### src/rtl/wb_bus_pkg.sv
package wb_bus_pkg;

  localparam int num_slaves = 3;

  // slot of each slave in the strobe, ack and data vectors.
  localparam int reg_slot  = 0;
  localparam int ram_slot  = 1;
  localparam int fifo_slot = 2;

  typedef logic [31:0] word_t;

  // inclusive byte ranges, indexed by slot.
  localparam word_t slave_base [num_slaves] = '{
    32'h0000_0000,
    32'h0000_1000,
    32'h0000_2000
  };
  localparam word_t slave_high [num_slaves] = '{
    32'h0000_003f,
    32'h0000_13ff,
    32'h0000_2003
  };

  localparam int timeout_cycles  = 16;  // wait cycles before the router gives up.
  localparam int reg_words       = 16;
  localparam int ram_words       = 256;
  localparam int ram_wait_cycles = 2;   // ram latency used in the subsystem.
  localparam int fifo_depth      = 8;

  // one request, as issued by the master and forwarded to the slaves.
  typedef struct packed {
    logic       we;   // high for a write.
    logic [3:0] sel;  // byte lanes of dat.
    word_t      adr;  // byte address, slave offset on the slave side.
    word_t      dat;  // write data.
  } wb_req_t;

  // read data of every slave, indexed by slot.
  typedef word_t [num_slaves-1:0] slave_dat_t;

endpackage

### src/rtl/wb_reg_slave.sv
`timescale 1ns/1ps

module wb_reg_slave import wb_bus_pkg::*; (
  input  logic    wb_clk_i,
  input  logic    wb_rst_i,
  input  logic    wbs_stb_i,
  input  wb_req_t wbs_req_i,
  output word_t   wbs_dat_o,
  output logic    wbs_ack_o
);

  word_t      regs [reg_words];
  logic [3:0] idx;

  assign idx = wbs_req_i.adr[5:2];  // word index within the bank.

  always_ff @(posedge wb_clk_i) begin
    if (wb_rst_i) begin
      for (int i = 0; i < reg_words; i++) begin
        regs[i] <= '0;
      end
    end else if (wbs_stb_i && wbs_req_i.we) begin
      for (int b = 0; b < 4; b++) begin
        if (wbs_req_i.sel[b]) begin
          regs[idx][8*b +: 8] <= wbs_req_i.dat[8*b +: 8];  // only the selected lanes.
        end
      end
    end
  end

  always_ff @(posedge wb_clk_i) begin
    if (wbs_stb_i && !wbs_req_i.we) begin
      wbs_dat_o <= regs[idx];  // whole word regardless of sel.
    end
  end

  always_ff @(posedge wb_clk_i) begin
    if (wb_rst_i) begin
      wbs_ack_o <= 1'b0;
    end else begin
      wbs_ack_o <= wbs_stb_i;  // every access completes in one cycle.
    end
  end

  // the router strobes once per transaction, so acks cannot run back to back.
  a_ack_single: assert property (@(posedge wb_clk_i) disable iff (wb_rst_i)
    wbs_ack_o |=> !wbs_ack_o);

endmodule

### config.mk
export PLATFORM = sky130hd
export DESIGN_NAME = wb_reg_slave
export DESIGN_NICKNAME = d
export VERILOG_FILES = /design/src/rtl/wb_bus_pkg.sv /design/src/rtl/wb_reg_slave.sv
export SDC_FILE = /design/constraint.sdc
export NUM_CORES = 1
export LEC_CHECK = 0
export ABC_AREA = 1
export CAP_MARGIN = 20
export CORE_MARGIN = 1
export CORE_UTILIZATION = 50
export CTS_CLUSTER_SIZE = 28
export DETAILED_ROUTE_END_ITERATION = 16
export DONT_BUFFER_PORTS = 1
export MAX_ROUTING_LAYER = met4
export PLACE_DENSITY_LB_ADDON = 0.25
export REMOVE_ABC_BUFFERS = 1
export SKIP_CTS_REPAIR_TIMING = 1
export SYNTH_ARGS = -nofsm -noshare
export SYNTH_HDL_FRONTEND = slang
export SYNTH_SLANG_ARGS = --single-unit
### constraint.sdc
create_clock -name wb_clk_i -period 4.89 [get_ports wb_clk_i]
set_clock_uncertainty 0.05 [all_clocks]
set_input_delay 0.2445 -clock wb_clk_i [delete_from_list [all_inputs] [get_ports wb_clk_i]]
set_output_delay 0.2445 -clock wb_clk_i [all_outputs]
set_load 0.005 [all_outputs]
Yosys cells after proc, flatten, opt, wreduce, memory -nomap -nowiden --
Memories as Yosys holds them, arrays and structs flattened. A register that Yosys moved wholly into a read port is not among the register bits. Index checks and enable logic that the tools add are counted.
Storage, ports and cells: flip-flop bits (word level) 1, bits in latches 0, bits in writable memories 512, memory bits (read-only) 0, output and inout port bits 33, word-level logic and storage cells 27, memories 1
Memories:
- regs | words 16, bits a word 32, read ports 1, clocked after memory_dff 1, wr ports 16, RTL line wb_reg_slave.sv:12 | word_t regs [reg_words];
Cells by class: add/sub/neg operators 0, multiply operators 0, div/mod/pow operators 0, magnitude comparators 0, equality and inequality tests 0, shift-type cells 0, muxes and demuxes 21, bitwise logic cells 0, reduce and logical (&&, ||, !) cells 4
Operators by type and width (number):
- $mux 32 | 1
- $reduce_or 32->1 | 1
- $mux 1 | 18
- $mux 4 | 2
- $logic_and 1x1->1 | 2
- $logic_not 1->1 | 1

Logic depth before layout (Yosys ltp) --
Gate-level depths: netlist of the first run.
depth in word-level cells 6, depth in mapped cells 12, gate-level depth less buffers 9

Least setup slack after synthesis of the first run --
Ideal clock, no wire load.
path type in2reg, from input wbs_stb_i, to register wbs_dat_o[0], read port of regs, enable pin, setup time 0.422 ns, arrival 1.653 ns, required time 4.418 ns, path slack 2.766 ns, cell stages on the path 2, buffers on the path 0, cell sequence inv_1 -> nor2_1
Between the ends: word-level cells in the longest chain between the ends 1
RTL lines:
- start, declared | RTL line wb_reg_slave.sv:6 | input logic wbs_stb_i,
- $logic_and 1x1->1 | RTL line wb_reg_slave.sv:32 | if (wbs_stb_i && !wbs_req_i.we) begin
- end, declared | RTL line wb_reg_slave.sv:8 | output word_t wbs_dat_o,
No other way between the ends. A chain may end at the register's enable or synchronous reset.

==> results of run 1 <==
-- placed cells by master, fill, tap and decap left out, types with 2 or more instances in the layout --
cell,instances
edfxtp_1,544
inv_2,4
buf_4,9
clkinv_1,13
bufinv_16,5
clkbuf_16,54
nor2_1,527
inv_1,102
dlygate4sd3_1,2
clkinv_2,9
clkbuf_1,15
nor2_4,7
nand2_2,5
nand2_1,1506
inv_6,3
nor2_2,2
-- area by class of cell --
class                   count  area, um2
repair buffers             13        135
clock buffers              69       1410
flip-flops and latches    545      16400
inverters                 109        417
multi-input cells        2047       7750
well taps                 664        831
clock inverters            30        283
fillers                  4401      22100
-- worst max-delay path by stage --
stage | startpoint | end | slack [ps] | cells after the start
2_1_floorplan | wbs_req_i[34] | regs[12][0]$_SDFFCE_PN0P_ | 1230 | 5
3_3_place_gp | wbs_req_i[34] | regs[2][14]$_SDFFCE_PN0P_ | 1950 | 5
3_5_place_dp | wbs_req_i[34] | regs[2][30]$_SDFFCE_PN0P_ | 1920 | 5
4_1_cts | wbs_req_i[34] | regs[2][24]$_SDFFCE_PN0P_ | 2560 | 5
5_1_grt | wbs_req_i[34] | regs[2][24]$_SDFFCE_PN0P_ | 2390 | 5
6_report | wbs_req_i[34] | regs[4][5]$_SDFFCE_PN0P_ | 2030 | 5
-- kinds of logic after synthesis --
logic type / share of synthesized area [%]
DFF: 65.2
and+or+nand+nor: 30.8
buffers and inverters: 4.02
-- metrics by stage --
stage	utilization (%)	instances	power [mW]	hold slack [ps]	instance area, um2
floorplan	-	2701	6.01	273	24500
global placement	51.6	3374	6.23	276	25400
detailed placement	51.7	3375	6.25	277	25500
CTS	55.1	3474	10.2	-374	27100
global route	55.2	3477	10.5	31.4	27200
finish	55.2	3477	10.2	47.6	27200
-- state kept, by name, indices dropped and copies added (netlist names) --
| signal | count |
|---|---|
| wbs_dat_o | 32 |
| wbs_ack_o | 1 |
| regs | 512 |
-- metal layers --
metal	GRT usage, %	vias to the layer above	part of all wire, %
li1	-	8768	-
met1	32.7	8465	42
met2	40.2	701	48
met3	3.63	113	7.8
met4	8.00	0	2.8
met5	-	-	0
-- critical path, delay by kind of cell --
family,cells,cell delay [ps]
buffers and inverters,1,630
AND/OR/NAND/NOR,4,1910
-- power groups by stage --
stage                     combinational, mW  clock (mW)  sequential, mW
after floorplan                       0.487           0            5.52
after global placement                0.692           0            5.54
after detailed placement              0.706           0            5.55
after CTS                             0.710        4.08            5.45
after global routing                  0.805        4.24            5.47
final                                 0.712        4.04            5.45
==> reports/metrics.cfg, run 1 <==
[setup_path]
critical-path-max-stage-delay_ps=860
crit_path_frequent_cell=nand2_1
path_class=primary input to flip-flop
crit_path_cell_trace=inv_6 -> nand2_1 -> nor2_1 -> nand2_1 -> nand2_1
slowest_stage=nor2_1
rr_endpoint=wbs_dat_o[15]$_DFFE_PP_
crit_required_ps=5110
reg2reg_depth=8
critPathArrivalTime_ps=3090
worstReg2RegStart=regs[14][15]$_SDFFCE_PN0P_
crit_path_end_kind=flip-flop
path_max_fanout=259
ff2ff_setup_slack_ps=3570
cp-start-kind=primary input

[sta]
rsz0062_at_grt=false
layout_min_cycle_time_ps=2860
setup_viol=0
max_freq_mhz=349
final.setup.tns_ps=0
post-route-period-util_pct=58.6
final_hold_viol_count=0
fin_ws_ps=2030
maxSlewHeadroom_pct=28.0
worst_pin_slew_ps=1080
slew_viol_final=0

[drt]
dr.pass1.iters=8
wl_um=60600
route.detailed.drc=0
wire_per_inst_um=17.4
avgViaCountPerCell=5.19
num_vias=18047
drt_iter0_markers=1939
ant_nets=0

[global_route]
grt_pass1_wl_um=94000
grt_max_degree=260
grt.total_usage_pct=25.0
grt_overflow_total=0
grt_pass1_vias=17340
antenna_found_initial=0

[place]
finalWeightedCongestion=0.827
dp_slack_ps=1920
dp_hpwl_um=36300
portBuffers=0

[die]
rows=81
dieArea_um2=51100
coreArea_um2=49300
initial_core_util_pct=51.0
die_w_um=226
ios=105
fp.dieH_um=226

[yosys]
yosys_register_bits=545
ys_top_cells_by_area=edfxtp_1, nand2_1, nor2_1, inv_1, buf_2
ys.flop_type=edfxtp_1
synthMostInstantiatedCell=nand2_1
ys_warn_count=0
synth_edf_count=544
yosysTopAreaCell=edfxtp_1
syn-mean-instance-area_um2=8.84
yosysUniqueCellTypes=14
yosysSeqAreaShare_pct=65.2
synthCells=2840
synth.top_cell.area_share_pct=65.1
synth_area_um2=25100
async_flop_share_pct=0
synth_commonest_cells=nand2_1, edfxtp_1, nor2_1

[status]
run_status=finished clean

[worst_hold_path]
hp-start=wbs_req_i[35]
min_path_cells=6
hp-class=primary input to flip-flop
hold_end=wbs_dat_o[28]$_DFFE_PP_

[power]
p_leak_nw=12.0
internal_power_mw=7.85
swShare_pct=23.1
switchingPower_mw=2.36
peakVddDrop_mv=0.281
power_density_nw_per_um2=376
combinationalPowerShare_pct=7.0
power.share.sequential_pct=53.4
power_frac_clock_pct=39.6

[clock_network]
cts_tree=done
htreeDepth=2
cts_buffers=54
path_clk_slew_ps=60
cts_root_buf=clkbuf_16
clock_latency_ps=620
cts.sinks=545
clockBufferDepth=3

[layout]
syn_to_final_growth_pct=8.32
nNetsFinal=2842
drive_above_1_share_pct=3.66
n_antenna_cell=0

[flow_run]
drv_cap=0

Power figures use the tool's default switching activity.
==> inputs of run 2 (changes only) <==
==> constraint.sdc (replaced) <==
create_clock -name wb_clk_i -period 2.35 [get_ports wb_clk_i]
set_clock_uncertainty 0.05 [all_clocks]
set_input_delay 0.1175 -clock wb_clk_i [delete_from_list [all_inputs] [get_ports wb_clk_i]]
set_output_delay 0.1175 -clock wb_clk_i [all_outputs]
set_load 0.005 [all_outputs]
==> run 2 against run 1 <==
  * The flow now finishes with violations (negative hold slack)
  * Critical endpoint is now wbs_dat_o[20]$_DFFE_PP_
  * Total power rose by 110%
  * Final cell count grew 2.2%
  * Sequential power is 110% higher
  * Critical path depth shrank 2
  * Combinational power is 120% higher
  * Register-to-register slack got worse by 2600 ps
  * Count of clock-buffer cells in the layout shrank 4
  * First-iteration DRC count grew 4.3%
  * Design area grew 2.3%
  * Routed wire length increased by 3.0%
  * Sequential share of layout area shrank 1.4 points
  * Sequential cell count unchanged
==> reports/metrics.cfg, run 2 (same netlist as run 1, synthesis figures left out) <==
[setup_path]
crit_buf_inv=2  ; +1
path_class=primary input to flip-flop
crit_path_frequent_cell=dlygate4sd3_1
ff2ff_setup_slack_ps=1010  ; -2560 ps
rr_endpoint=wbs_dat_o[8]$_DFFE_PP_
worstReg2RegStart=regs[15][8]$_SDFFCE_PN0P_
path_max_fanout=16  ; -94%
slowest_stage=dlygate4sd3_1
critPathArrivalTime_ps=2170  ; -920 ps
crit_path_cell_trace=dlygate4sd3_1 -> nor2_4 -> dlygate4sd3_1
reg2reg_depth=8  ; unchanged
crit_required_ps=2520  ; -2590 ps
path_delay_family=buffers and inverters
critical-path-max-stage-delay_ps=1170  ; +310 ps
crit_path_end_kind=flip-flop
cp-start-kind=primary input

[die]
die_w_um=226  ; unchanged
initial_core_util_pct=51.0  ; unchanged
coreArea_um2=49300  ; unchanged
dieArea_um2=51100  ; unchanged
ios=105  ; unchanged
rows=81  ; unchanged
fp.dieH_um=226  ; unchanged

[layout]
nNetsFinal=2918  ; +2.7%
final_common_cell=nand2_1
largest_register_ffs=512  ; unchanged
largest-register=regs
final_cell_mix=nand2_1, edfxtp_1, nor2_1
largestRegisters=regs: 512 flops, wbs_dat_o: 32 flops, wbs_ack_o: 1 flops
n_antenna_cell=0  ; unchanged
stdcell_count=3554  ; +2.2%
fill_cells=4418  ; +0.39%
drive_above_1_share_pct=6.23  ; +2.6 points
syn_to_final_growth_pct=10.9
final_core_util_pct=56.5  ; +1.3 points

[place]
finalWeightedCongestion=0.888  ; +7.4%
dp_hpwl_um=37900  ; +4.4%
dp_cells=3448  ; +2.2%
portBuffers=0  ; unchanged

[worst_hold_path]
hp-class=primary input to flip-flop
min_path_cells=6  ; unchanged
hold_end=wbs_dat_o[17]$_DFFE_PP_
hp-start=wbs_req_i[35]

[global_route]
grt_overflow_total=0  ; unchanged
grt_max_degree=260  ; unchanged
grt_pass1_wl_um=95700  ; +1.8%
antenna_found_initial=0  ; unchanged
grt.total_usage_pct=25.4  ; +0.42 points
grt_pass1_vias=17947  ; +3.5%

[clock_network]
cts_root_buf=clkbuf_16
htreeDepth=2  ; unchanged
path_clk_slew_ps=60  ; about the same
cts.sinks=545  ; unchanged
clockBufferDepth=3  ; unchanged
cts_tree=done
clock_latency_ps=610  ; about the same
cts_buffers=54  ; unchanged

[drt]
avgViaCountPerCell=5.19  ; about the same
ant_nets=0  ; unchanged
route.detailed.drc=0  ; unchanged
num_vias=18435  ; +2.1%
dr.pass1.iters=6  ; -2
drt_iter0_markers=2023  ; +4.3%
wl_um=62500  ; +3.0%
wire_per_inst_um=17.6  ; +0.80%

[flow_run]
drv_cap=0  ; unchanged

[power]
peakVddDrop_mv=0.531  ; +89%
power_density_nw_per_um2=763  ; +100%
p_leak_nw=12.4  ; +3.1%

[sta]
max_freq_mhz=501
worst_pin_slew_ps=971  ; -104 ps
maxSlewHeadroom_pct=35.2  ; +7.2 points
layout_min_cycle_time_ps=2000
final.setup.tns_ps=0  ; unchanged
post-route-period-util_pct=84.9
rsz0062_at_grt=false
slew_viol_final=0  ; unchanged
final_hold_viol_count=4  ; +4
setup_viol=0  ; unchanged
holdWs_ps=-84.1  ; -132 ps

[status]
violations=negative hold slack
run_status=complete, but fails checks

-- run 2: cell types whose count changed in the layout (fill, tap and decap cells not counted), sizes merged, moves of 3 or more --
cell	before	now
buf	11	84
dlygate4sd3	2	5
clkbuf	69	65
clkinv	24	31
-- run 2: worst max-delay path by stage --
stage                       start                         to  slack [ps]  depth (start not counted)
floorplan           wbs_req_i[34]  regs[12][0]$_SDFFCE_PN0P_       -1180                          5
global placement        wbs_stb_i  regs[10][3]$_SDFFCE_PN0P_         410                          6
detailed placement      wbs_stb_i  regs[10][3]$_SDFFCE_PN0P_         330                          6
CTS                     wbs_stb_i  regs[10][6]$_SDFFCE_PN0P_         960                          6
global route        wbs_req_i[68]    wbs_dat_o[22]$_DFFE_PP_         270                          3
finish              wbs_req_i[68]    wbs_dat_o[20]$_DFFE_PP_         350                          3
-- run 2: power by group --
| group | switching, mW | internal, mW | leakage [nW] | total [mW] |
|---|---|---|---|---|
| Clock | 3.63 | 4.71 | 0.834 | 8.34 |
| Combinational | 1.16 | 0.395 | 6.36 | 1.55 |
| Sequential | 0.147 | 11.2 | 5.19 | 11.3 |
| Total | 4.94 | 16.3 | 12.4 | 21.2 |
-- run 2: routing by layer --
layer,vias up,wire length (um),global-route usage [%]
met5,-,0,-
met4,0,2080,10.3
met3,125,4700,3.77
met2,688,29900,40.7
met1,8704,25800,32.5
li1,8918,-,-
-- run 2: per-stage QoR --
step                      worst slack, ps  cell area [um2]  power (mW)
after detailed placement              333            26100        13.1
after global placement                406            26000        13.0
after global routing                  268            27800        21.9
final                                 354            27800        21.2
after CTS                             960            27700        21.3
after floorplan                     -1180            24500        12.5
-- run 2: layout make-up --
cell class	instances	area, um2	area share (%)
sequential	545	16400	58.8
multi-input combinational	2047	7750	27.9
tap	664	831	2.99
inverter	109	417	1.50
timing repair buffer	89	771	2.77
clock buffer	65	1460	5.24
clock inverter	35	235	0.846
-- run 2: worst reg2reg max path, delay by kind of cell (launching register included) --
family	cells	cell delay, ps
AND/OR/NAND/NOR	7	570
buffers and inverters	1	70
flip-flops	1	390
