--- src/rtl/wb_bus_pkg.sv ---
package wb_bus_pkg;

  localparam int num_slaves = 3;

  // slot of each slave in the strobe, ack and data vectors.
  localparam int reg_slot  = 0;
  localparam int ram_slot  = 1;
  localparam int fifo_slot = 2;

  typedef logic [31:0] word_t;

  // inclusive byte ranges, indexed by slot.
  localparam word_t slave_base [num_slaves] = '{
    32'h0000_0000,
    32'h0000_1000,
    32'h0000_2000
  };
  localparam word_t slave_high [num_slaves] = '{
    32'h0000_003f,
    32'h0000_13ff,
    32'h0000_2003
  };

  localparam int timeout_cycles  = 16;  // wait cycles before the router gives up.
  localparam int reg_words       = 16;
  localparam int ram_words       = 256;
  localparam int ram_wait_cycles = 2;   // ram latency used in the subsystem.
  localparam int fifo_depth      = 8;

  // one request, as issued by the master and forwarded to the slaves.
  typedef struct packed {
    logic       we;   // high for a write.
    logic [3:0] sel;  // byte lanes of dat.
    word_t      adr;  // byte address, slave offset on the slave side.
    word_t      dat;  // write data.
  } wb_req_t;

  // read data of every slave, indexed by slot.
  typedef word_t [num_slaves-1:0] slave_dat_t;

endpackage

--- src/rtl/wb_fifo_slave.sv ---
`timescale 1ns/1ps

module wb_fifo_slave import wb_bus_pkg::*; (
  input  logic    wb_clk_i,
  input  logic    wb_rst_i,
  input  logic    wbs_stb_i,
  input  wb_req_t wbs_req_i,
  output word_t   wbs_dat_o,
  output logic    wbs_ack_o
);

  localparam int ptr_w = $clog2(fifo_depth);

  word_t            mem [fifo_depth];
  logic [ptr_w-1:0] wr_ptr;
  logic [ptr_w-1:0] rd_ptr;
  logic [ptr_w:0]   count;  // occupancy, 0 to fifo_depth.
  logic             full;
  logic             empty;
  logic             push;
  logic             pop;

  assign full  = (count == (ptr_w + 1)'(fifo_depth));
  assign empty = (count == '0);

  // requests that cannot be served fall through and get no ack.
  assign push = wbs_stb_i && wbs_req_i.we && !full;
  assign pop  = wbs_stb_i && !wbs_req_i.we && !empty;

  always_ff @(posedge wb_clk_i) begin
    if (push) begin
      mem[wr_ptr] <= wbs_req_i.dat;  // whole word, byte selects do not apply.
    end
    if (pop) begin
      wbs_dat_o <= mem[rd_ptr];
    end
  end

  always_ff @(posedge wb_clk_i) begin
    if (wb_rst_i) begin
      wr_ptr    <= '0;
      rd_ptr    <= '0;
      count     <= '0;
      wbs_ack_o <= 1'b0;
    end else begin
      wbs_ack_o <= push || pop;
      if (push) begin
        wr_ptr <= wr_ptr + 1'b1;  // wraps at the depth.
      end
      if (pop) begin
        rd_ptr <= rd_ptr + 1'b1;
      end
      // push and pop never share a cycle, the bus carries one request.
      if (push) begin
        count <= count + 1'b1;
      end else if (pop) begin
        count <= count - 1'b1;
      end
    end
  end

  a_count_bound: assert property (@(posedge wb_clk_i) disable iff (wb_rst_i)
    count <= (ptr_w + 1)'(fifo_depth));

endmodule

--- config.mk ---
export PLATFORM = sky130hd
export DESIGN_NAME = wb_fifo_slave
export DESIGN_NICKNAME = d
export VERILOG_FILES = /design/src/rtl/wb_bus_pkg.sv /design/src/rtl/wb_fifo_slave.sv
export SDC_FILE = /design/constraint.sdc
export NUM_CORES = 1
export LEC_CHECK = 0
export BUFFER_PORTS_ARGS = -buffer_cell sky130_fd_sc_hd__buf_2
export CORE_MARGIN = 4
export CORE_UTILIZATION = 45
export CTS_BUF_LIST = sky130_fd_sc_hd__clkbuf_4
export DETAILED_ROUTE_END_ITERATION = 6
export GPL_TIMING_DRIVEN = 0
export HOLD_SLACK_MARGIN = 0.02
export PLACE_DENSITY = 0.73
export SLEW_MARGIN = 5
export SYNTH_ARGS = -nofsm -noshare
export SYNTH_HDL_FRONTEND = slang
export SYNTH_SLANG_ARGS = --single-unit
--- constraint.sdc ---
create_clock -name wb_clk_i -period 6.3 [get_ports wb_clk_i]
set_clock_uncertainty 0.05 [all_clocks]
set_input_delay 0.315 -clock wb_clk_i [delete_from_list [all_inputs] [get_ports wb_clk_i]]
set_output_delay 0.315 -clock wb_clk_i [all_outputs]
set_load 0.05 [all_outputs]
## Word level (Yosys, flattened, before mapping)

Memory sizes are Yosys's and may differ from the RTL's. A register that Yosys moved wholly into a read port is not among the register bits.
Index checks and enable logic that the tools add are counted.

- Register bits after elaboration: 11
- Memory bits (writable): 256
- Input bits: 72
- Output and inout port bits: 33
- Word-level logic and storage cells: 24
- Memories kept: 1

Memories:

| name | depth | bits a word | read ports | clocked after Yosys merged registers in | wr ports | RTL line | source |
|---|---|---|---|---|---|---|---|
| mem | 8 | 32 | 1 | 1 | 1 | wb_fifo_slave.sv:14 | `word_t mem [fifo_depth];` |

- Add/sub/neg operators: 4
- Equality and inequality tests: 1
- Mux-type cells: 4
- Reduce and logical (&&, ||, !) cells: 10

Operators with widths:

| operator | number |
|---|---|
| $mux W4 | 2 |
| $add A3 B1 Y3 const B | 2 |
| $add A4 B1 Y4 const B | 1 |
| $eq A4 B4 Y1 const B | 1 |
| $logic_and A1 B1 Y1 | 4 |
| $logic_not A4 Y1 | 1 |
| $sub A4 B1 Y4 const B | 1 |
| $logic_not A1 Y1 | 3 |
| $mux W1 | 2 |
| $reduce_bool A2 Y1 | 1 |
| $logic_or A1 B1 Y1 | 1 |

## Longest topological paths before layout

Gate-level depths: netlist of run 1.

- Word-level depth: 5
- Mapped depth: 8
- Mapped depth without buffers: 8

## Least setup slack after synthesis of run 1

OpenSTA, ideal clock, no wires.

- Path kind: register to register
- Start: register count[0]
- End: memory mem[2][0] (netlist name), enable pin
- Setup time: 0.513 ns
- Data arrival time: 4.382 ns
- Data required time: 5.737 ns
- Slack: 1.355 ns
- Stages on the path, launching flop included: 5
- Path buffers: 0
- Period minus slack after synthesis: 4.945 ns
- Path through: dfxtp_1 -> nor3_1 -> a21oi_2 -> inv_2 -> nor4b_1

- Cells in the longest elaborated chain, start to end: 5

RTL lines:

| element | RTL line | source |
|---|---|---|
| start: declaration | wb_fifo_slave.sv:17 | `logic [ptr_w:0] count;` |
| start signal: assignment | wb_fifo_slave.sv:55 | `count <= count + 1'b1;` |
| start signal: assignment | wb_fifo_slave.sv:57 | `count <= count - 1'b1;` |
| $eq A4 B4 Y1 | wb_fifo_slave.sv:23 | `assign full = (count == (ptr_w + 1)'(fifo_depth));` |
| $logic_not A1 Y1 | wb_fifo_slave.sv:27 | `assign push = wbs_stb_i && wbs_req_i.we && !full;` |
| $logic_and A1 B1 Y1 | wb_fifo_slave.sv:27 |  |
| $mux W1 | wb_fifo_slave.sv:31 | `if (push) begin` |
| $mux W1 (not written as such) | wb_fifo_slave.sv:32 | `mem[wr_ptr] <= wbs_req_i.dat;` |
| end: declaration | wb_fifo_slave.sv:14 |  |

Every way passes these cells.

## Worst setup path after layout of run 1

- Start: register count[0]
- End: memory mem[0][15] (netlist name), enable pin

The elaborated chain is that of the path after synthesis.

==> flow_summary.ini, run 1 <==
[sta]
period_share = 0.467
fmax_ghz = 0.340
hold_violations = 0
rsz0062_at_grt = false
period_needed_ns = 2.94
relSlewSlack = 0.327
fin_ws_ns = 3.36
tns_ns = 0
drv_slew = 0
worst_slew_pin_slew_ns = 1.00
finalSetupViolCount = 0

[worst_setup_path]
cp_top_family = simple AND/OR/NAND/NOR gates
worstSetupPathType = reg -> reg
worstPathCellList = nor3_1 > a21oi_2 > inv_2 > nor4_2 > buf_4 > buf_4 > buf_4
crit_arrival_ns = 3.24
crit_path_end_kind = flip-flop
required_ns = 6.60
critical_path.endpoint = mem[0][15]$_DFFE_PP_
critPathMaxFanout = 9
r2r_slack_ns = 3.36
timing.critical_path.buf_inv = 4
crit_top_cell = buf_4
reg2reg_depth = 7
r2r-end = mem[0][15]$_DFFE_PP_
crit_path_start = count[0]$_SDFFE_PP0P_
worst-path-stages = 7
r2r_start = count[0]$_SDFFE_PP0P_
startpoint_type = flip-flop
max_stage_delay_ns = 0.78
slowest_stage = nor4_2

[grt]
antenna_found_initial = 0
grt_max_degree = 21
grt-ovfl-total = 0
grt_util_all_layers = 0.164
grt_pass1_vias = 6006
grt_pass1_wl_mm = 34.7

[pwr]
leakage_nw = 4.56
power-per-cell-area_mw_per_mm2 = 345
peakVddDrop_v = 0.000148
power_mw = 4.69

[logic_synthesis]
synth_top_area_cell = edfxtp_1
synth.most_common_cell = edfxtp_1
postSynthCellCount = 468
synth_top_family_by_area = multiplexers
yosys_register_bits = 299
synth-async-reset-ratio = 0
synth_xor_area_frac = 0.00469
synthAdderAreaFrac = 0.00625
synthTopCellsByCount = edfxtp_1, mux4_2, mux2_2
synth_nets = 545
synthMuxAreaShare = 0.165
ys_types = 32
synth-edff-count = 288
synth_area_leaders = edfxtp_1, mux4_2, mux2_2
yosysTopAreaCellShare = 0.772
synth_compound_area_frac = 0.00569
yosys.area_share.simple = 0.0147
avgSynthCellArea_um2 = 23.9
yosysSeqAreaShare = 0.791
syn_area_mm2 = 0.0112
ys_warn_count = 0
synthFlopType = edfxtp_1

[cts]
clk_pin_slew_ns = 0.06
root_buffer = clkbuf_4
clock_path_buffers = 3
cts_resized = 0
clk_latency_ns = 0.66
cts_tree = done
cts_max_level = 3
cts-buffers-inserted = 73
cts_num_sinks = 299

[placed_design]
port_buffers = 68
place_area_mm2 = 0.0124
post-place-ws_ns = 3.37
gp_congestion = 0.734
dp.final_hpwl_mm = 14.6

[floorplan]
coreArea_mm2 = 0.0244
rows = 57
die_width_um = 166
die-height_um = 166
ios = 105
die-area_mm2 = 0.0275
initial_utilization = 0.459

[detailed_routing]
ant_nets = 0
wirelength_mm = 22.2
first_iter_violations = 396
vias = 5463
drtPass1Iterations = 4
via_per_inst = 5.14
drc = 0
wl_per_cell_um = 20.9

[outcome]
status = finished clean

[layout]
syn_to_final_growth_pct = 21.4
final_area_mm2 = 0.0136
final_nets = 760
final_util = 0.558
diodes = 0
drive_gt1_frac = 0.459

[job]
drv_cap = 0

[hold_path]
min_path_type = in -> reg
==> routing by layer <==
metal,GRT usage,vias up,routed length (um)
met5,0,-,0
met4,0.0577,0,344
met3,0.0459,37,1350
met2,0.278,192,11500
met1,0.205,2783,8990
li1,-,2451,-
==> metrics by stage <==
stage | std cells | hold slack (ns)
global placement | 860 | 0.480
finish | 1062 | 0.108
CTS | 1062 | 0.0357
global route | 1062 | 0.0434
floorplan | 468 | 0.364
detailed placement | 898 | 0.535
==> cell families (layout without fill, tap and decap cells) <==
logic type | count (synthesis) | in the layout
multiplexers | 101 | 101
AND/OR/NAND/NOR | 28 | 28
buffers and inverters | 22 | 292
XOR/XNOR | 6 | 6
adder cells (fa/ha/maj) | 5 | 5
flip-flops | 299 | 299
AO/OA/AOI/OAI | 7 | 7
==> worst register-to-register path: stages (launching register included) <==
cell and delay (ns):
dfxtp_1 0.54, nor3_1 0.13, a21oi_2 0.34, inv_2 0.19
nor4_2 0.78, buf_4 0.29, buf_4 0.17, buf_4 0.18
==> worst min-delay path by stage <==
stage	cells after the start	startpoint	slack, ns	to
after floorplan	0	wbs_req_i[0]	0.36	mem[0][0]$_DFFE_PP_
after global placement	2	wr_ptr[1]$_SDFFE_PP0P_	0.48	wr_ptr[1]$_SDFFE_PP0P_
after detailed placement	1	wbs_req_i[16]	0.53	mem[0][16]$_DFFE_PP_
after CTS	2	wbs_req_i[68]	0.04	wbs_dat_o[27]$_DFFE_PP_
after global routing	2	wbs_req_i[68]	0.04	wbs_dat_o[26]$_DFFE_PP_
final	2	wbs_req_i[68]	0.11	wbs_dat_o[27]$_DFFE_PP_
==> sequential cells by signal (all words and copies together) (netlist names) <==
register / cells
mem: 256
rd_ptr: 3
wr_ptr: 3
count: 4
wbs_ack_o: 1
wbs_dat_o: 32
==> timing repair <==
action,CTS,global route
setup buffers,0,0
hold endpoints to repair,261,0
hold buffers,34,0
==> placed cells by master (no fill, tap or decap), drive strengths merged, types with 2 or more instances in the layout <==
master         n
clkbuf       108
dlygate4sd3   34
nor2          10
xor2           3
inv            6
buf          119
mux2          33
nand2          5
edfxtp       288
nor4           2
mux4          64
mux2i          4
nor3           3
clkinv        23
dfxtp         11
nor3b          3
a21oi          4
nor4b          2
xnor2          3
ha             4
==> cell type report <==
cell class / instances / area (um2)
buffer: 20 / 125
clock buffer: 101 / 758
clock inverter: 29 / 148
fill: 1840 / 10800
inverter: 2 / 7.51
multi-input combinational: 147 / 2250
sequential: 299 / 8870
tap: 324 / 405
timing repair buffer: 140 / 1050
==> report_power, final <==
group	switching [mW]	internal (mW)
combinational	0.455	0.366
sequential	0.0499	2.31
clock	0.727	0.790
(Power assumes the default switching activity.)
==> run 2: changes to the inputs <==
PLACE_DENSITY = 0.76   (was 0.73)
clock period = 2.6 ns   (was 6.3 ns; I/O delays follow)
==> run 2 against run 1 <==
Against the previous run: cell area rose by 0.63%; combinational power rose by 150%; critical path type unchanged; highest routed layer unchanged; critical path depth fell by 3; global-route usage rose by 0.050 points; core utilization rose by 0.35 points; first-iteration DRC count rose by 12%; non-clock buffer count fell by 12; via count barely moved.
==> flow_summary.ini, run 2 (same netlist as run 1, synthesis figures left out) <==
[cts]
cts-buffers-inserted = 72
cts_max_level = 3
cts_resized = 0
cts_num_sinks = 299
root_buffer = clkbuf_4
clock_path_buffers = 3
cts_tree = done
clk_pin_slew_ns = 0.07
clk_latency_ns = 0.65

[floorplan]
die-area_mm2 = 0.0275
coreArea_mm2 = 0.0244
ios = 105
die-height_um = 166
initial_utilization = 0.459
rows = 57
die_width_um = 166

[hold_path]
min_path_type = in -> reg
hp-start = wbs_req_i[30]

[sta]
worst_slew_pin_slew_ns = 0.881
drv_slew = 0
rsz0062_at_grt = false
hold_ws_ns = 0.236
fmax_ghz = 0.409
finalSetupViolCount = 0
period_share = 0.941
fin_ws_ns = 0.152
hold_violations = 0
period_needed_ns = 2.45
relSlewSlack = 0.412
tns_ns = 0

[worst_setup_path]
max_stage_delay_ns = 0.61
worst-path-stages = 4
worstSetupPathType = reg -> reg
critical_path.endpoint = mem[3][20]$_DFFE_PP_
critPathMaxFanout = 14
crit_path_start = wr_ptr[0]$_SDFFE_PP0P_
startpoint_type = flip-flop
timing.critical_path.buf_inv = 2
required_ns = 2.87
worstPathCellList = clkbuf_1 > nand2_1 > nor3_4 > buf_16
crit_path_end_kind = flip-flop
r2r_slack_ns = 0.15
cp_top_family = simple AND/OR/NAND/NOR gates
r2r_start = wr_ptr[0]$_SDFFE_PP0P_
crit_arrival_ns = 2.72
reg2reg_depth = 4
slowest_stage = nor3_4
r2r-end = mem[3][20]$_DFFE_PP_

[layout]
final_cell_mix = edfxtp_1, clkbuf_4, buf_2, mux4_2, dlygate4sd3_1
layout_commonest_cell = edfxtp_1
largest_registers = mem x256, wbs_dat_o x32, count x4
instances_no_fill = 1049
syn_to_final_growth_pct = 22.2
final_nets = 747
regMostFlops = mem
drive_gt1_frac = 0.445
largest_register_ffs = 256

[pwr]
leakage_nw = 4.52
comb_power_share = 0.178
power_frac_seq = 0.502
p_switching_mw = 2.98
pwr-share-clk = 0.320
power_mw = 11.4
netSwitchingFraction = 0.262
power-per-cell-area_mw_per_mm2 = 831
peakVddDrop_v = 0.000304
power.internal_mw = 8.40

[grt]
grt-ovfl-total = 0
antenna_found_initial = 1
grt_util_all_layers = 0.165
grt_pass1_vias = 6004
grt_pass1_wl_mm = 34.7
grt_max_degree = 21

[placed_design]
post-place-ws_ns = -0.0923
port_buffers = 68
placed_cells = 881
gp_congestion = 0.708
dp.final_hpwl_mm = 14.2

[detailed_routing]
vias = 5467
via_per_inst = 5.21
drc = 0
wl_per_cell_um = 21.2
wirelength_mm = 22.2
drtPass1Iterations = 4
ant_nets = 0
first_iter_violations = 444

[outcome]
status = finished clean

[job]
drv_cap = 0
-- run 2: changes by cell type in the layout (fill, tap and decap cells not counted), moves of 3 or more --
cell	before	now
buf_6	22	14
buf_8	1	6
buf_16	0	6
clkinv_1	16	19
buf_4	20	3
-- run 2: cell type report --
class	instances	area (um2)
clock buffers	101	758
well taps	324	405
fillers	1782	10700
flip-flops and latches	299	8870
plain buffers	20	125
diodes	1	2.50
clock inverters	27	134
inverters	2	7.51
repair buffers	128	1090
multi-input cells	147	2300
-- run 2: worst register-to-register path, cell delays in order, from the launching register on --
cell      delay [ns]
dfxtp_1         0.37
clkbuf_1        0.56
nand2_1         0.29
nor3_4          0.61
buf_16          0.25
-- run 2: how the worst min path moves through the flow --
stage,depth (start not counted),end
6_report,2,mem[5][30]$_DFFE_PP_
2_1_floorplan,0,mem[0][0]$_DFFE_PP_
3_3_place_gp,1,mem[0][18]$_DFFE_PP_
5_1_grt,2,mem[5][30]$_DFFE_PP_
3_5_place_dp,1,mem[2][18]$_DFFE_PP_
4_1_cts,2,mem[5][30]$_DFFE_PP_
-- run 2: power groups by stage --
stage          registers (mW)  clock network, mW  logic (mW)
2_1_floorplan            6.16                  0        1.11
3_3_place_gp             5.81                  0        1.87
3_5_place_dp             5.81                  0        2.01
4_1_cts                  5.71               3.76        2.07
5_1_grt                  5.73               4.03        2.18
6_report                 5.71               3.64        2.03
-- run 2: metal layers --
layer / wire [um] / up-vias / global-route usage
met5: 0 / - / 0
met4: 230 / 0 / 0.0438
met3: 1500 / 19 / 0.0438
met2: 11600 / 200 / 0.284
met1: 8840 / 2822 / 0.210
li1: - / 2426 / -
-- run 2: what timing repair did --
action                                 in CTS  in global routing
hold buffers                               36                  0
endpoints found under the hold margin     279                  0
buffers inserted                            2                  1
pin swaps                                   2                  1
setup endpoints to repair                  19                 15
-- run 2: per-stage QoR --
step                cell area, um2   util
detailed placement           12400  0.509
finish                       13700  0.561
global route                 13700  0.561
floorplan                    11300      -
global placement             12000  0.493
CTS                          13700  0.561
==> run 3: changes to the inputs <==
CORE_UTILIZATION = 55   (was 45)
PLACE_DENSITY = 0.88   (was 0.76)
==> run 3 against run 2 <==
Against the previous run: final cell count fell by 6.2%; die area shrank 17%; total power is 1.2% higher; sequential power barely moved; hold slack worse by 0.012 ns; global-route usage grew 4.0 points; clock-buffer cell count is 5 higher; setup slack better by 0.030 ns; core utilization rose by 13 points.
==> flow_summary.ini, run 3 (same netlist as run 1, synthesis figures left out) <==
[sta]
period_needed_ns = 2.42
rsz0062_at_grt = false
finalSetupViolCount = 0
worst_slew_pin_slew_ns = 0.779
fin_ws_ns = 0.182
hold_ws_ns = 0.224
period_share = 0.930
drv_slew = 0
hold_violations = 0
relSlewSlack = 0.481
fmax_ghz = 0.414
tns_ns = 0

[pwr]
p_switching_mw = 2.95
peakVddDrop_v = 0.000386
comb_power_share = 0.176
pwr-share-clk = 0.327
power.internal_mw = 8.56
leakage_nw = 4.51
power-per-cell-area_mw_per_mm2 = 846
netSwitchingFraction = 0.256
power_frac_seq = 0.497

[outcome]
status = finished clean

[hold_path]
min_path_type = in -> reg
min_path_cells = 2
hp-start = wbs_req_i[29]

[cts]
clock_path_buffers = 3
cts-buffers-inserted = 71
clk_latency_ns = 0.65
cts_tree = done
root_buffer = clkbuf_4
cts_max_level = 3
cts_resized = 0
cts_num_sinks = 299
clk_pin_slew_ns = 0.07

[floorplan]
die-height_um = 151
coreArea_mm2 = 0.0197
initial_utilization = 0.568
die_width_um = 151
rows = 51
ios = 105
die-area_mm2 = 0.0227

[layout]
final_nets = 745
regMostFlops = mem
largest_register_ffs = 256
syn_to_final_growth_pct = 21.4
instances_no_fill = 984
layout_commonest_cell = edfxtp_1
largest_registers = mem x256, wbs_dat_o x32, count x4
final_cell_mix = edfxtp_1, clkbuf_4, buf_2, mux4_2, dlygate4sd3_1
drive_gt1_frac = 0.448

[job]
drv_cap = 0

[detailed_routing]
wirelength_mm = 22.0
via_per_inst = 5.63
drtPass1Iterations = 5
wl_per_cell_um = 22.4
first_iter_violations = 486
drc = 0
ant_nets = 0
vias = 5544

[placed_design]
post-place-ws_ns = -0.0799
dp.final_hpwl_mm = 14.1
port_buffers = 68
placed_cells = 821
gp_congestion = 0.742

[worst_setup_path]
crit_path_end_kind = flip-flop
crit_arrival_ns = 2.71
required_ns = 2.89
worstSetupPathType = reg -> reg
startpoint_type = flip-flop
crit_path_start = count[2]$_SDFFE_PP0P_
r2r_start = count[2]$_SDFFE_PP0P_
critPathMaxFanout = 10
reg2reg_depth = 6

[grt]
grt_util_all_layers = 0.205
antenna_found_initial = 1
grt_pass1_wl_mm = 34.0
grt_pass1_vias = 5944
grt_max_degree = 19
grt-ovfl-total = 0
run 3: layout make-up:
type | count | area, um2
well taps | 265 | 332
inverters | 2 | 7.51
multi-input cells | 147 | 2300
diodes | 1 | 2.50
flip-flops and latches | 299 | 8870
repair buffers | 127 | 1050
clock buffers | 106 | 796
fillers | 1153 | 6110
clock inverters | 17 | 124
plain buffers | 20 | 125
run 3: what timing repair did:
item | CTS | global route
buffers inserted | 1 | 1
endpoints found under the hold margin | 299 | 0
hold buffers | 37 | 0
setup endpoints to repair | 12 | 20
pin swaps | 1 | 2
run 3: power by group through the flow:
stage	clock network, mW	registers [mW]	logic (mW)
2_1_floorplan	0	6.16	1.11
3_3_place_gp	0	5.81	1.84
3_5_place_dp	0	5.82	1.99
4_1_cts	3.86	5.72	2.06
5_1_grt	4.15	5.74	2.16
6_report	3.76	5.72	2.03
run 3: path summary, 6_finish.rpt:
| kind | slack [ns] | to |
|---|---|---|
| worst min-delay path | 0.22 | mem[1][29]$_DFFE_PP_ |
| worst max-delay path | 0.18 | mem[2][17]$_DFFE_PP_ |
| worst min register to register | 0.56 | count[1]$_SDFFE_PP0P_ |
| worst max register to register | 0.18 | mem[2][17]$_DFFE_PP_ |
run 3: metal layers:
layer  up-vias  track usage  wire, um
met1      2835        0.265      8380
met5         -            0         0
met2       252        0.341     11600
met4         0       0.0807       418
met3        37       0.0494      1670
li1       2420            -         -
run 3: critical path: stages, from the launching register on:
cell     delay (ns)
dfxtp_1        0.48
nor3_1         0.09
a21oi_2        0.23
inv_2          0.18
nor4b_4        0.65
buf_8          0.25
buf_8          0.17
run 3: per-stage QoR:
stage	instance area (um2)	utilization	total power [mW]
finish	13600	0.690	11.5
global route	13600	0.690	12.0
CTS	13600	0.690	11.6
detailed placement	12300	0.624	7.81
global placement	11900	0.606	7.65
floorplan	11300	-	7.27
